==> config.mk <==
export PLATFORM = sky130hd
export DESIGN_NAME = reservation_station
export DESIGN_NICKNAME = d
export VERILOG_FILES = /design/src/verilog/rs_pkg.sv /design/src/verilog/rs_entry.sv /design/src/verilog/rs_alloc.sv /design/src/verilog/rs_issue_select.sv /design/src/verilog/reservation_station.sv
export SDC_FILE = /design/constraint.sdc
export NUM_CORES = 2
export LEC_CHECK = 0
export BUFFER_PORTS_ARGS = -buffer_cell sky130_fd_sc_hd__buf_2
export CORE_MARGIN = 1.5
export CORE_UTILIZATION = 50
export DETAILED_ROUTE_END_ITERATION = 8
export GPL_TIMING_DRIVEN = 0
export PLACE_DENSITY = 0.76
export RECOVER_POWER = 100
export SETUP_SLACK_MARGIN = 0.2
export SYNTH_ARGS = -nofsm -noshare
export SYNTH_HDL_FRONTEND = slang
export SYNTH_SLANG_ARGS = --single-unit
==> constraint.sdc <==
create_clock -name clk -period 17.8 [get_ports clk]
set_input_delay 3.56 -clock clk [delete_from_list [all_inputs] [get_ports clk]]
set_output_delay 3.56 -clock clk [all_outputs]
set_load 0.005 [all_outputs]
==> src/verilog/rs_pkg.sv <==
/*
 * Reservation station package
 * Sizes and vector types shared by the entries, allocator and issue selector
 */

package rs_pkg;

    // Number of station entries and the width of an entry number or age
    localparam int RS_DEPTH      = 8;
    localparam int RS_IDX_WIDTH  = $clog2(RS_DEPTH);

    // Number of result broadcast buses feeding every entry
    localparam int CDB_DEPTH     = 2;

    // Operand data and instruction words share one width
    localparam int DATA_WIDTH    = 32;
    localparam int ADDR_WIDTH    = 32;

    // Reorder buffer tag width names both source and destination results
    localparam int ROB_IDX_WIDTH = 5;
    localparam int OPCODE_WIDTH  = 4;

    // Operand value or raw instruction bits
    typedef logic [DATA_WIDTH-1:0]    data_t;

    // Instruction address
    typedef logic [ADDR_WIDTH-1:0]    addr_t;

    // Reorder buffer tag
    typedef logic [ROB_IDX_WIDTH-1:0] rob_tag_t;

    // Functional unit opcode
    typedef logic [OPCODE_WIDTH-1:0]  opcode_t;

    // Entry number, also used for the relative age of an entry
    typedef logic [RS_IDX_WIDTH-1:0]  rs_idx_t;

    // One bit per station entry
    typedef logic [RS_DEPTH-1:0]      rs_mask_t;

endpackage

==> src/verilog/rs_entry.sv <==
/*
 * Reservation station entry
 * Holds one dispatched instruction, captures its sources from the broadcast buses, tracks its age
 */

`timescale 1ns/1ps

module rs_entry
    import rs_pkg::*;
(
    input  logic     clk,
    input  logic     i_arst_n,

    input  logic     i_flush,
    input  logic     i_dispatch_en,
    input  logic     i_dispatching,
    input  logic     i_issue_en,
    input  logic     i_issuing,
    input  rs_idx_t  i_issue_age,

    input  opcode_t  i_dispatch_opcode,
    input  addr_t    i_dispatch_iaddr,
    input  data_t    i_dispatch_insn,
    input  rob_tag_t i_dispatch_src_tag  [0:1],
    input  data_t    i_dispatch_src_data [0:1],
    input  logic     i_dispatch_src_rdy  [0:1],
    input  rob_tag_t i_dispatch_dst_tag,

    input  logic     i_cdb_en   [0:CDB_DEPTH-1],
    input  rob_tag_t i_cdb_tag  [0:CDB_DEPTH-1],
    input  data_t    i_cdb_data [0:CDB_DEPTH-1],

    output logic     o_ready,
    output logic     o_empty,
    output rs_idx_t  o_age,
    output opcode_t  o_opcode,
    output addr_t    o_iaddr,
    output data_t    o_insn,
    output data_t    o_src_data [0:1],
    output rob_tag_t o_dst_tag
);

    // Control state of the entry
    logic     empty_r;
    rs_idx_t  age_r;
    logic     src_rdy_r  [0:1];

    // Payload captured at dispatch
    opcode_t  opcode_r;
    addr_t    iaddr_r;
    data_t    insn_r;
    rob_tag_t src_tag_r  [0:1];
    data_t    src_data_r [0:1];
    rob_tag_t dst_tag_r;

    logic     empty_next;
    rs_idx_t  age_next;
    logic     src_rdy_next  [0:1];
    data_t    src_data_next [0:1];

    // Tag match of each source against each broadcast bus
    logic     cdb_match [0:1][0:CDB_DEPTH-1];

    // Issue or flush frees the entry, dispatch fills it, flush wins over everything
    always_comb begin
        if (i_flush || i_issue_en) begin
            empty_next = 1'b1;
        end else if (i_dispatch_en) begin
            empty_next = 1'b0;
        end else begin
            empty_next = empty_r;
        end
    end

    always_comb begin
        for (int s = 0; s < 2; s++) begin
            for (int c = 0; c < CDB_DEPTH; c++) begin
                cdb_match[s][c] = i_cdb_en[c] && (i_cdb_tag[c] == src_tag_r[s]);
            end
        end
    end

    // Only a waiting source takes broadcast data, so a ready operand is never overwritten
    // Buses are scanned in order, which lets the higher-numbered bus win a double match
    always_comb begin
        for (int s = 0; s < 2; s++) begin
            src_data_next[s] = src_data_r[s];
            src_rdy_next[s]  = src_rdy_r[s];
            for (int c = 0; c < CDB_DEPTH; c++) begin
                if (!src_rdy_r[s] && cdb_match[s][c]) begin
                    src_data_next[s] = i_cdb_data[c];
                    src_rdy_next[s]  = 1'b1;
                end
            end
            // A new instruction replaces whatever the old one held
            if (i_dispatch_en) begin
                src_data_next[s] = i_dispatch_src_data[s];
                src_rdy_next[s]  = i_dispatch_src_rdy[s];
            end
        end
    end

    // Age moves with station-wide dispatch and issue events
    // Dispatch alone ages everyone else, issue alone rejuvenates entries older than the issued one
    // With both, only entries younger than the issued one get older
    always_comb begin
        case ({i_dispatching, i_issuing})
            2'b01: age_next = (age_r > i_issue_age) ? age_r - rs_idx_t'(1) : age_r;
            2'b10: age_next = i_dispatch_en ? '0 : age_r + rs_idx_t'(1);
            2'b11: begin
                if (i_dispatch_en) begin
                    age_next = '0;
                end else begin
                    age_next = (age_r < i_issue_age) ? age_r + rs_idx_t'(1) : age_r;
                end
            end
            default: age_next = age_r;
        endcase
    end

    always_ff @(posedge clk or negedge i_arst_n) begin
        if (!i_arst_n) begin
            empty_r      <= 1'b1;
            age_r        <= '0;
            src_rdy_r[0] <= 1'b0;
            src_rdy_r[1] <= 1'b0;
        end else begin
            empty_r      <= empty_next;
            age_r        <= age_next;
            src_rdy_r[0] <= src_rdy_next[0];
            src_rdy_r[1] <= src_rdy_next[1];
        end
    end

    always_ff @(posedge clk) begin
        src_data_r[0] <= src_data_next[0];
        src_data_r[1] <= src_data_next[1];
        if (i_dispatch_en) begin
            opcode_r     <= i_dispatch_opcode;
            iaddr_r      <= i_dispatch_iaddr;
            insn_r       <= i_dispatch_insn;
            src_tag_r[0] <= i_dispatch_src_tag[0];
            src_tag_r[1] <= i_dispatch_src_tag[1];
            dst_tag_r    <= i_dispatch_dst_tag;
        end
    end

    // Ready to issue once the entry holds an instruction with both operands present
    assign o_ready    = !empty_r && src_rdy_r[0] && src_rdy_r[1];

    assign o_empty    = empty_r;
    assign o_age      = age_r;
    assign o_opcode   = opcode_r;
    assign o_iaddr    = iaddr_r;
    assign o_insn     = insn_r;
    assign o_src_data = src_data_r;
    assign o_dst_tag  = dst_tag_r;

endmodule

==> src/verilog/rs_alloc.sv <==
/*
 * Reservation station allocator
 * Gives each dispatch the lowest empty entry and stalls dispatch when the station is full
 */

`timescale 1ns/1ps

module rs_alloc
    import rs_pkg::*;
(
    input  rs_mask_t i_entry_empty,
    input  logic     i_dispatch_en,

    output rs_mask_t o_dispatch_sel,
    output logic     o_dispatching,
    output logic     o_dispatch_stall
);

    // One-hot mark of the lowest-numbered empty entry
    rs_mask_t first_empty;
    logic     found;

    // Priority encoder from entry 0 upward
    always_comb begin
        first_empty = '0;
        found       = 1'b0;
        for (int i = 0; i < RS_DEPTH; i++) begin
            if (i_entry_empty[i] && !found) begin
                first_empty[i] = 1'b1;
                found          = 1'b1;
            end
        end
    end

    // No free slot means dispatch must wait
    assign o_dispatch_stall = ~|i_entry_empty;

    // The entry enable only fires for a real request; with no free slot it is all zero
    assign o_dispatch_sel   = i_dispatch_en ? first_empty : '0;

    // Tells every entry that some dispatch is being written this cycle
    assign o_dispatching    = i_dispatch_en && found;

endmodule

==> src/verilog/rs_issue_select.sv <==
/*
 * Reservation station issue selector
 * Picks the oldest ready entry, drives the issue port and frees the entry on acceptance
 */

`timescale 1ns/1ps

module rs_issue_select
    import rs_pkg::*;
(
    input  rs_mask_t i_entry_ready,
    input  rs_idx_t  i_entry_age      [0:RS_DEPTH-1],
    input  logic     i_issue_stall,

    input  opcode_t  i_entry_opcode   [0:RS_DEPTH-1],
    input  addr_t    i_entry_iaddr    [0:RS_DEPTH-1],
    input  data_t    i_entry_insn     [0:RS_DEPTH-1],
    input  data_t    i_entry_src_data [0:RS_DEPTH-1][0:1],
    input  rob_tag_t i_entry_dst_tag  [0:RS_DEPTH-1],

    output rs_mask_t o_issue_sel,
    output logic     o_issuing,
    output rs_idx_t  o_issue_age,

    output logic     o_issue_valid,
    output opcode_t  o_issue_opcode,
    output addr_t    o_issue_iaddr,
    output data_t    o_issue_insn,
    output data_t    o_issue_src_data [0:1],
    output rob_tag_t o_issue_dst_tag
);

    logic    any_ready;
    rs_idx_t best_idx;
    rs_idx_t best_age;

    // Ages are unique among full entries, so the strict compare gives one winner
    always_comb begin
        any_ready = 1'b0;
        best_idx  = '0;
        best_age  = '0;
        for (int i = 0; i < RS_DEPTH; i++) begin
            if (i_entry_ready[i] && (!any_ready || (i_entry_age[i] > best_age))) begin
                any_ready = 1'b1;
                best_idx  = rs_idx_t'(i);
                best_age  = i_entry_age[i];
            end
        end
    end

    // The issue port shows the winner even under back-pressure
    assign o_issue_valid       = any_ready;
    assign o_issue_opcode      = i_entry_opcode[best_idx];
    assign o_issue_iaddr       = i_entry_iaddr[best_idx];
    assign o_issue_insn        = i_entry_insn[best_idx];
    assign o_issue_src_data[0] = i_entry_src_data[best_idx][0];
    assign o_issue_src_data[1] = i_entry_src_data[best_idx][1];
    assign o_issue_dst_tag     = i_entry_dst_tag[best_idx];

    // Entry is freed and ages adjust only when the functional unit takes the instruction
    assign o_issuing   = any_ready && !i_issue_stall;
    assign o_issue_sel = o_issuing ? (rs_mask_t'(1) << best_idx) : '0;
    assign o_issue_age = best_age;

endmodule

==> src/verilog/reservation_station.sv <==
/*
 * Reservation station top level
 * Eight entries with dispatch allocation and oldest-ready issue to one functional unit
 */

`timescale 1ns/1ps

module reservation_station
    import rs_pkg::*;
(
    input  logic     clk,
    input  logic     i_arst_n,

    input  logic     i_flush,

    // Dispatch from the front end
    input  logic     i_dispatch_en,
    input  opcode_t  i_dispatch_opcode,
    input  addr_t    i_dispatch_iaddr,
    input  data_t    i_dispatch_insn,
    input  rob_tag_t i_dispatch_src_tag  [0:1],
    input  data_t    i_dispatch_src_data [0:1],
    input  logic     i_dispatch_src_rdy  [0:1],
    input  rob_tag_t i_dispatch_dst_tag,
    output logic     o_dispatch_stall,

    // Result broadcast buses
    input  logic     i_cdb_en   [0:CDB_DEPTH-1],
    input  rob_tag_t i_cdb_tag  [0:CDB_DEPTH-1],
    input  data_t    i_cdb_data [0:CDB_DEPTH-1],

    // Issue to the functional unit
    input  logic     i_issue_stall,
    output logic     o_issue_valid,
    output opcode_t  o_issue_opcode,
    output addr_t    o_issue_iaddr,
    output data_t    o_issue_insn,
    output data_t    o_issue_src_data [0:1],
    output rob_tag_t o_issue_dst_tag
);

    // Per-entry status and payload gathered for the allocator and selector
    rs_mask_t entry_empty;
    rs_mask_t entry_ready;
    rs_idx_t  entry_age      [0:RS_DEPTH-1];
    opcode_t  entry_opcode   [0:RS_DEPTH-1];
    addr_t    entry_iaddr    [0:RS_DEPTH-1];
    data_t    entry_insn     [0:RS_DEPTH-1];
    data_t    entry_src_data [0:RS_DEPTH-1][0:1];
    rob_tag_t entry_dst_tag  [0:RS_DEPTH-1];

    // Station-wide dispatch and issue events
    rs_mask_t dispatch_sel;
    logic     dispatching;
    rs_mask_t issue_sel;
    logic     issuing;
    rs_idx_t  issue_age;

    rs_alloc u_alloc (
        .i_entry_empty    (entry_empty),
        .i_dispatch_en    (i_dispatch_en),
        .o_dispatch_sel   (dispatch_sel),
        .o_dispatching    (dispatching),
        .o_dispatch_stall (o_dispatch_stall)
    );

    rs_issue_select u_issue_select (
        .i_entry_ready    (entry_ready),
        .i_entry_age      (entry_age),
        .i_issue_stall    (i_issue_stall),
        .i_entry_opcode   (entry_opcode),
        .i_entry_iaddr    (entry_iaddr),
        .i_entry_insn     (entry_insn),
        .i_entry_src_data (entry_src_data),
        .i_entry_dst_tag  (entry_dst_tag),
        .o_issue_sel      (issue_sel),
        .o_issuing        (issuing),
        .o_issue_age      (issue_age),
        .o_issue_valid    (o_issue_valid),
        .o_issue_opcode   (o_issue_opcode),
        .o_issue_iaddr    (o_issue_iaddr),
        .o_issue_insn     (o_issue_insn),
        .o_issue_src_data (o_issue_src_data),
        .o_issue_dst_tag  (o_issue_dst_tag)
    );

    // Every entry sees the same dispatch fields and broadcasts, only its enable bits differ
    for (genvar g = 0; g < RS_DEPTH; g++) begin : g_entry
        rs_entry u_entry (
            .clk                 (clk),
            .i_arst_n            (i_arst_n),
            .i_flush             (i_flush),
            .i_dispatch_en       (dispatch_sel[g]),
            .i_dispatching       (dispatching),
            .i_issue_en          (issue_sel[g]),
            .i_issuing           (issuing),
            .i_issue_age         (issue_age),
            .i_dispatch_opcode   (i_dispatch_opcode),
            .i_dispatch_iaddr    (i_dispatch_iaddr),
            .i_dispatch_insn     (i_dispatch_insn),
            .i_dispatch_src_tag  (i_dispatch_src_tag),
            .i_dispatch_src_data (i_dispatch_src_data),
            .i_dispatch_src_rdy  (i_dispatch_src_rdy),
            .i_dispatch_dst_tag  (i_dispatch_dst_tag),
            .i_cdb_en            (i_cdb_en),
            .i_cdb_tag           (i_cdb_tag),
            .i_cdb_data          (i_cdb_data),
            .o_ready             (entry_ready[g]),
            .o_empty             (entry_empty[g]),
            .o_age               (entry_age[g]),
            .o_opcode            (entry_opcode[g]),
            .o_iaddr             (entry_iaddr[g]),
            .o_insn              (entry_insn[g]),
            .o_src_data          (entry_src_data[g]),
            .o_dst_tag           (entry_dst_tag[g])
        );
    end

endmodule

# ---- Yosys cells after proc, flatten, opt, wreduce, memory -nomap -nowiden
# Memory sizes are Yosys's and may differ from the RTL's.
# Cells that the tools add are included.
dict set report word_totals {
  mem_count 8
  wordCells 589
  register_bits 1144
  input_bits 230
  output_inout_bits 139
  mem_bits_rw 80
}
dict set report op_classes {
  bitwise_logic 1
  add_sub_neg 16
  n_mux 223
  reduce_logical 185
  shift 1
  eq_ne 51
  order_cmp 24
}
# memory depth word_bits rd rd_ports_with_merged_regs write_ports line_no
set mem_list {}
lappend mem_list {{g_entry[0].u_entry.src_tag_r} 2 5 2 0 2 rs_entry.sv:52} ;# rob_tag_t src_tag_r [0:1];
lappend mem_list {{g_entry[1].u_entry.src_tag_r} 2 5 2 0 2 rs_entry.sv:52}
lappend mem_list {{g_entry[2].u_entry.src_tag_r} 2 5 2 0 2 rs_entry.sv:52}
lappend mem_list {{g_entry[3].u_entry.src_tag_r} 2 5 2 0 2 rs_entry.sv:52}
lappend mem_list {{g_entry[4].u_entry.src_tag_r} 2 5 2 0 2 rs_entry.sv:52}
lappend mem_list {{g_entry[5].u_entry.src_tag_r} 2 5 2 0 2 rs_entry.sv:52}
lappend mem_list {{+2 memories} -- -- -- -- -- --}
# operator count
set op_table {}
lappend op_table {{$mux 32} 52}
lappend op_table {{$bmux 32 s3} 2}
lappend op_table {{$bmux 64 s3} 1}
lappend op_table {{$eq 5x5->1} 32}
lappend op_table {{$mux 3} 44}
lappend op_table {{$mux 64} 2}
lappend op_table {{$mux 1} 104}
lappend op_table {{$logic_and 1x1->1} 96}
lappend op_table {{$pmux 3 s3} 8}
lappend op_table {{$reduce_bool 3->1} 17}
lappend op_table {{$gt 3x3->1} 15}
lappend op_table {{$logic_not 1->1} 40}
lappend op_table {{$add 3x1->3 const B} 8}
lappend op_table {{$lt 3x3->1} 8}
lappend op_table {{$ne 3x2->1 const B} 8}
lappend op_table {{$reduce_and 3->1} 8}
lappend op_table {{$sub 3x1->3 const B} 8}
lappend op_table {{$mux 8} 2}
lappend op_table {{$ne 2x1->1 const B} 8}
lappend op_table {{$reduce_bool 2->1} 8}
lappend op_table {{$bmux 5 s3} 1}
lappend op_table {{$logic_or 1x1->1} 15}
lappend op_table {{$bmux 4 s3} 1}
lappend op_table {{$mux 5} 2}
lappend op_table {{8 further kinds} 11}

# ---- Depth between registers and ports, before layout
dict set report logic_depth {
  ltp_word 36
  mapped_depth 65
  mapped_depth_nobuf 59
}

# ---- By module
# From an unflattened synthesis, not the netlist that was laid out.
dict set report unflattened {
  cells_unflattened 4827
  hier_area_um2 61522.8
}
# module cells_per_inst area_each_um2 n_inst
set modules_own_cells {}
lappend modules_own_cells {rs_entry 437 6488.7 8}
lappend modules_own_cells {rs_issue_select 1316 9491.6 1}
lappend modules_own_cells {rs_alloc 15 121.4 1}

# ---- Least setup slack after synthesis
# OpenSTA, ideal clock, no wires.
dict set report synth_path {
  path_kind {register to output}
  start {reg g_entry[0].u_entry.empty_r}
  end {out o_issue_iaddr[0]}
  required_time_ns 14.240
  path_slack_ns 3.280
  stages_incl_launch_ff 59
  t_arrival_ns 10.960
  path_buffers 8
  path_cell_list {dfstp_2 buf_4 and3b_1 buf_2 and2_1 ha_1 nand3_1 o21ai_0 or3b_2 a32oi_1 inv_1 ha_1 and3_1 a21oi_1 o21ai_0 clkbuf_1 nor2_1 a21o_1 [23 not listed] a31oi_1 inv_1 ha_1 nor2b_1 o21a_1 o21a_1 a21oi_2 mux2i_1 ha_1 nor2b_1 o21a_1 o21a_1 a211oi_1 clkbuf_1 clkbuf_1 o221a_2 a221oi_2 a21oi_1}
}
dict set report synth_between {
  elab_chain_len 36
  elab_cells_between_ends 56
  cone_classes {order compare: 7; mux: 24; bitwise: 1; reduce/logical: 24}
}
# item line_no
set synth_lines {}
lappend synth_lines {{start, declared} rs_entry.sv:44} ;# logic empty_r;
lappend synth_lines {{start signal, assigned} rs_entry.sv:128} ;# empty_r <= empty_next;
lappend synth_lines {{$logic_not 1->1 (*)} rs_entry.sv:149} ;# assign o_ready = !empty_r && src_rdy_r[0] && src_rdy_r[1];
lappend synth_lines {{$logic_and 1x1->1 (*) (2 in series)} rs_entry.sv:149}
lappend synth_lines {{$mux 3 or $mux 1 (tied branches)} rs_issue_select.sv:43} ;# if (i_entry_ready[i] && (!any_ready || (i_entry_age[i] > best_age))) begin
lappend synth_lines {{$gt 3x3->1 or $logic_not 1->1 (tied branches)} rs_issue_select.sv:43}
lappend synth_lines {{$logic_or 1x1->1} rs_issue_select.sv:43}
lappend synth_lines {{$logic_and 1x1->1} rs_issue_select.sv:43}
lappend synth_lines {{$mux 3 or $mux 1 (tied branches)} rs_issue_select.sv:43}
lappend synth_lines {{$gt 3x3->1 or $logic_not 1->1 (tied branches)} rs_issue_select.sv:43}
lappend synth_lines {{[18 not listed]} --}
lappend synth_lines {{$mux 3 or $mux 1 (tied branches)} rs_issue_select.sv:43}
lappend synth_lines {{$gt 3x3->1 or $logic_not 1->1 (tied branches)} rs_issue_select.sv:43}
lappend synth_lines {{$logic_or 1x1->1} rs_issue_select.sv:43}
lappend synth_lines {{$logic_and 1x1->1} rs_issue_select.sv:43}
lappend synth_lines {{$mux 3 (*)} rs_issue_select.sv:43}
lappend synth_lines {{$not 3->4 (implied by the code) (*)} rs_issue_select.sv:54} ;# assign o_issue_iaddr = i_entry_iaddr[best_idx];
lappend synth_lines {{$bmux 32 s3 (*)} rs_issue_select.sv:54}
lappend synth_lines {{$mux 32 (implied by the code) (*) (2 in series)} rs_issue_select.sv:54}
lappend synth_lines {{end, declared} reservation_station.sv:36} ;# output addr_t o_issue_iaddr,
# Mark *: on every way between the ends. The rest lies on a longest branch, timed or not. The select of a mux whose other input is x is not followed.

==> results_tabular.tex <==
\begin{tabular}{lr}
\hline
Metric & Value \\
\hline
\multicolumn{2}{l}{\textbf{Setup path}} \\
Arrival time at the worst endpoint & 13.77 ns \\
Maximum fanout along the worst path & 10 \\
Nature of the critical path endpoint & output port \\
FF-to-FF Start & g\_entry[0].u\_entry.o\_empty \\
Worst Setup Path Type & register to output port \\
Max stage delay cell, worst path & dfstp\_2 \\
Longest individual stage delay on the worst path & 0.51 ns \\
Critical path startpoint & g\_entry[0].u\_entry.o\_empty \\
Cell seen most often among critical-path stages & ha\_1 \\
Crit start category & register \\
Data required time of the critical path & 14.24 ns \\
\multicolumn{2}{l}{\textbf{STA}} \\
Highest attainable clock frequency & 57.71 MHz \\
Slew Viols, Final & 1052 \\
Final Hold Violating Endpoints & 0 \\
Worst slew margin & -168.2\% \\
Setup Skew & 0.02853 ns \\
Final setup margin & 0.4712 ns \\
Setup TNS & 0 ns \\
Worst-margin pin slew & 4.023 ns \\
Post-route worst hold slack & 0.5330 ns \\
Final worst path period share & 97.35\% \\
Clock period minus final worst setup slack & 17.33 ns \\
Number of failing setup endpoints in the final timing report & 0 \\
\multicolumn{2}{l}{\textbf{Cells and area}} \\
Post-synthesis to final-layout area growth & 13.11\% \\
\# nets final & 5366 \\
Most common cell after layout, fill and taps aside & edfxtp\_1 \\
Summed area of non-filler cells in the final layout & 67620 µm² \\
Most frequent cells in the layout & edfxtp\_1 (1176), mux2i\_1 (520), clkbuf\_1 (482) \\
Filler cell count in the final layout & 9520 \\
Fraction of layout cells with a size suffix above 1 & 16.42\% \\
\multicolumn{2}{l}{\textbf{Synth}} \\
Leading post-synthesis cells by cell area & edfxtp\_1 (59\%), mux2i\_1 (8.7\%), o21ai\_0 (3.5\%), a221oi\_2 (3.0\%), nand2\_1 (2.7\%) \\
YS warnings & 0 \\
Syn Nets & 4912 \\
Sequential fraction of the synthesis area & 61.10\% \\
Library cell occupying the most area in the post-synthesis netlist & edfxtp\_1 \\
Ys async rst share & 3.922\% \\
Flip-flop and latch count after synthesis & 1224 \\
Gate count after technology mapping & 4621 \\
Number of enable-type register cells in the synthesized netlist & 1176 \\
Distinct cell type count of the synthesized netlist & 66 \\
Syn\_area\_per\_cell & 12.94 µm² \\
Most used DFF post-synth & edfxtp\_1 \\
Syn Std Cell Area & 59780 µm² \\
Share of the synthesized area in the top cell type & 59.07\% \\
\multicolumn{2}{l}{\textbf{Global route}} \\
Initial antenna violation count & 63 \\
Pin count of the biggest net entering global routing & 52 \\
First-pass GRT wire length & 302.6 mm \\
Overflow after GRT & 0 \\
Overall fraction of global-route tracks in use & 34.34\% \\
Number of global-route vias before repair & 44570 \\
\multicolumn{2}{l}{\textbf{Place}} \\
Final estimated routing congestion in global placement & 0.9881 \\
Worst Setup Slack post-DPL & -0.5987 ns \\
Placed instance area & 63950 µm² \\
Dpl hpwl & 146.0 mm \\
Count of input and output buffers & 290 \\
\multicolumn{2}{l}{\textbf{Detailed routing}} \\
Number of vias per cell after detailed routing & 6.816 \\
Antenna-violating nets left & 0 \\
Number of remaining DRC errors & 0 \\
DRC marker count from the first detailed-route iteration & 6531 \\
Routed Wire Length & 215.5 mm \\
Number of vias after detailed routing & 46000 \\
Routed length per instance & 31.93 µm \\
Number of iterations in the first detailed-routing pass & 9 \\
\multicolumn{2}{l}{\textbf{Clock tree}} \\
Buffer cell driving the clock tree root & clkbuf\_16 \\
Clock buffers created by TritonCTS & 131 \\
Clock latency at the later pin of the worst-skew pair & 0.78 ns \\
Clock Sink Count & 1224 \\
Clock transition at the register clock pins on the worst setup and hold paths after CTS & 0.07 ns \\
Clock tree from TritonCTS & yes \\
CTS H-tree depth & 4 \\
Maximum count of clock buffers along a single path & 3 \\
\multicolumn{2}{l}{\textbf{Floorplanning}} \\
Initial standard-cell utilization of the core & 50.56\% \\
Die area & 121600 µm² \\
Die W & 348.8 µm \\
Core Area & 118200 µm² \\
Vertical die dimension & 348.8 µm \\
Total number of placement rows & 126 \\
Total I/O pin count & 369 \\
\multicolumn{2}{l}{\textbf{Power}} \\
Sequential fraction of design power & 49.0\% \\
Total internal power & 5.074 mW \\
Pwr/cell area & 101.1 nW/µm² \\
Combinational cell fraction of total power & 11.5\% \\
Switching fraction of total power & 25.75\% \\
Leakage power & 25.88 nW \\
Total power draw & 6.834 mW \\
Power dissipated by switching net loads & 1.760 mW \\
Peak supply drop & 91.88 µV \\
Share of power burned in the clock network & 39.5\% \\
\multicolumn{2}{l}{\textbf{Status}} \\
Violated checks & max-capacitance violations, max-slew violations \\
Result of the run & finished, violations left \\
\multicolumn{2}{l}{\textbf{Flow run}} \\
Reported max-cap violation count & 37 \\
\multicolumn{2}{l}{\textbf{Min path}} \\
Min-Delay Path Class & register to register \\
Critical hold path startpoint & g\_entry[0].u\_entry.o\_age[2] \\
\hline
\end{tabular}
final timing paths:
check / end / slack, ns / cells past startpoint
max: o_issue_src_data[37] / 0.47 / 57
min: g_entry[0].u_entry.o_age[2] / 0.53 / 1
max reg2reg: g_entry[4].u_entry.o_age[1] / 3.35 / 61
min reg2reg: g_entry[0].u_entry.o_age[2] / 0.53 / 1
max in group asynchronous: g_entry[0].u_entry.src_rdy_r[0] / 12.42 / 1
min in group asynchronous: g_entry[7].u_entry.o_age[2] / 3.74 / 1
layer usage:
layer | track usage [%] | part of all wire (%) | wire length [µm]
met2 | 52.26 | 44 | 95510
met5 | 0 | 0.19 | 400
met4 | 18.41 | 6.0 | 12970
met3 | 12.66 | 15 | 31850
met1 | 42.59 | 35 | 74750
critical path: cells and delay by family (launching register included):
kind | cells | cell delay (ns)
mux | 2 | 0.62
compound gates | 25 | 5.39
buf+inv | 11 | 2.61
simple gates | 12 | 1.83
flops | 1 | 0.51
fa+ha+maj | 7 | 1.97
cell families after synthesis:
family          count (synthesis)  share of synthesized area, %
simple gates                  753                         5.498
flops                        1224                         61.10
mux                           522                         8.744
fa+ha+maj                      61                         1.277
xor+xnor                      157                         2.300
buf+inv                       549                         3.962
compound gates               1355                         17.12
metrics by stage:
stage,util (%),instances
after floorplan,-,4621
after global placement,53.41,6447
after detailed placement,54.08,6476
after CTS,57.68,6712
after global routing,57.15,6730
final,57.19,6749
layout make-up:
| cell class | count | area [µm²] | share of cell area [%] |
|---|---|---|---|
| Inverter | 40 | 152.6 | 0.2257 |
| Antenna cell | 35 | 87.58 | 0.1295 |
| Buffer | 509 | 2257 | 3.338 |
| Clock inverter | 67 | 688.2 | 1.018 |
| Clock buffer | 169 | 3495 | 5.168 |
| Multi-Input combinational cell | 2848 | 21010 | 31.08 |
| Tap cell | 1536 | 1922 | 2.842 |
| Timing Repair Buffer | 321 | 1479 | 2.187 |
| Sequential cell | 1224 | 36530 | 54.02 |
cell usage after synthesis, types with 74 or more instances:
master,instances
edfxtp_1,1176
mux2i_1,520
nand2_1,426
o21ai_0,414
clkbuf_1,332
a21oi_1,293
nor2_1,158
a221oi_1,153
a32oi_1,141
o221a_2,136
a221oi_2,120
xnor2_1,81
xor2_1,76
buf_2,74
sequential cells by signal (all words and copies together), names as in the netlist:
| register | cells |
|---|---|
| g_entry.u_entry.o_age | 24 |
| g_entry.u_entry.o_dst_tag | 40 |
| g_entry.u_entry.o_empty | 8 |
| g_entry.u_entry.o_iaddr | 256 |
| g_entry.u_entry.o_insn | 256 |
| g_entry.u_entry.o_opcode | 32 |
| g_entry.u_entry.o_src_data | 512 |
| g_entry.u_entry.src_rdy_r | 16 |
| g_entry.u_entry.src_tag_r | 80 |
power by group through the flow:
stage	clock network (mW)	logic, mW	registers [mW]
2_1_floorplan	0	0.467	3.38
3_3_place_gp	0	0.721	3.40
3_5_place_dp	0	0.765	3.40
4_1_cts	2.70	0.773	3.34
5_1_grt	2.81	0.853	3.35
6_report	2.70	0.787	3.35
timing repair:
| item | in CTS | in global routing |
|---|---|---|
| setup buffers | 0 | 2 |
| gates resized for setup | 32 | 51 |
| setup endpoints to repair | 137 | 137 |
| hold buffers | 0 | 0 |
| pin swaps | 1 | 4 |
Note: power is estimated with default switching activity, not from simulation.
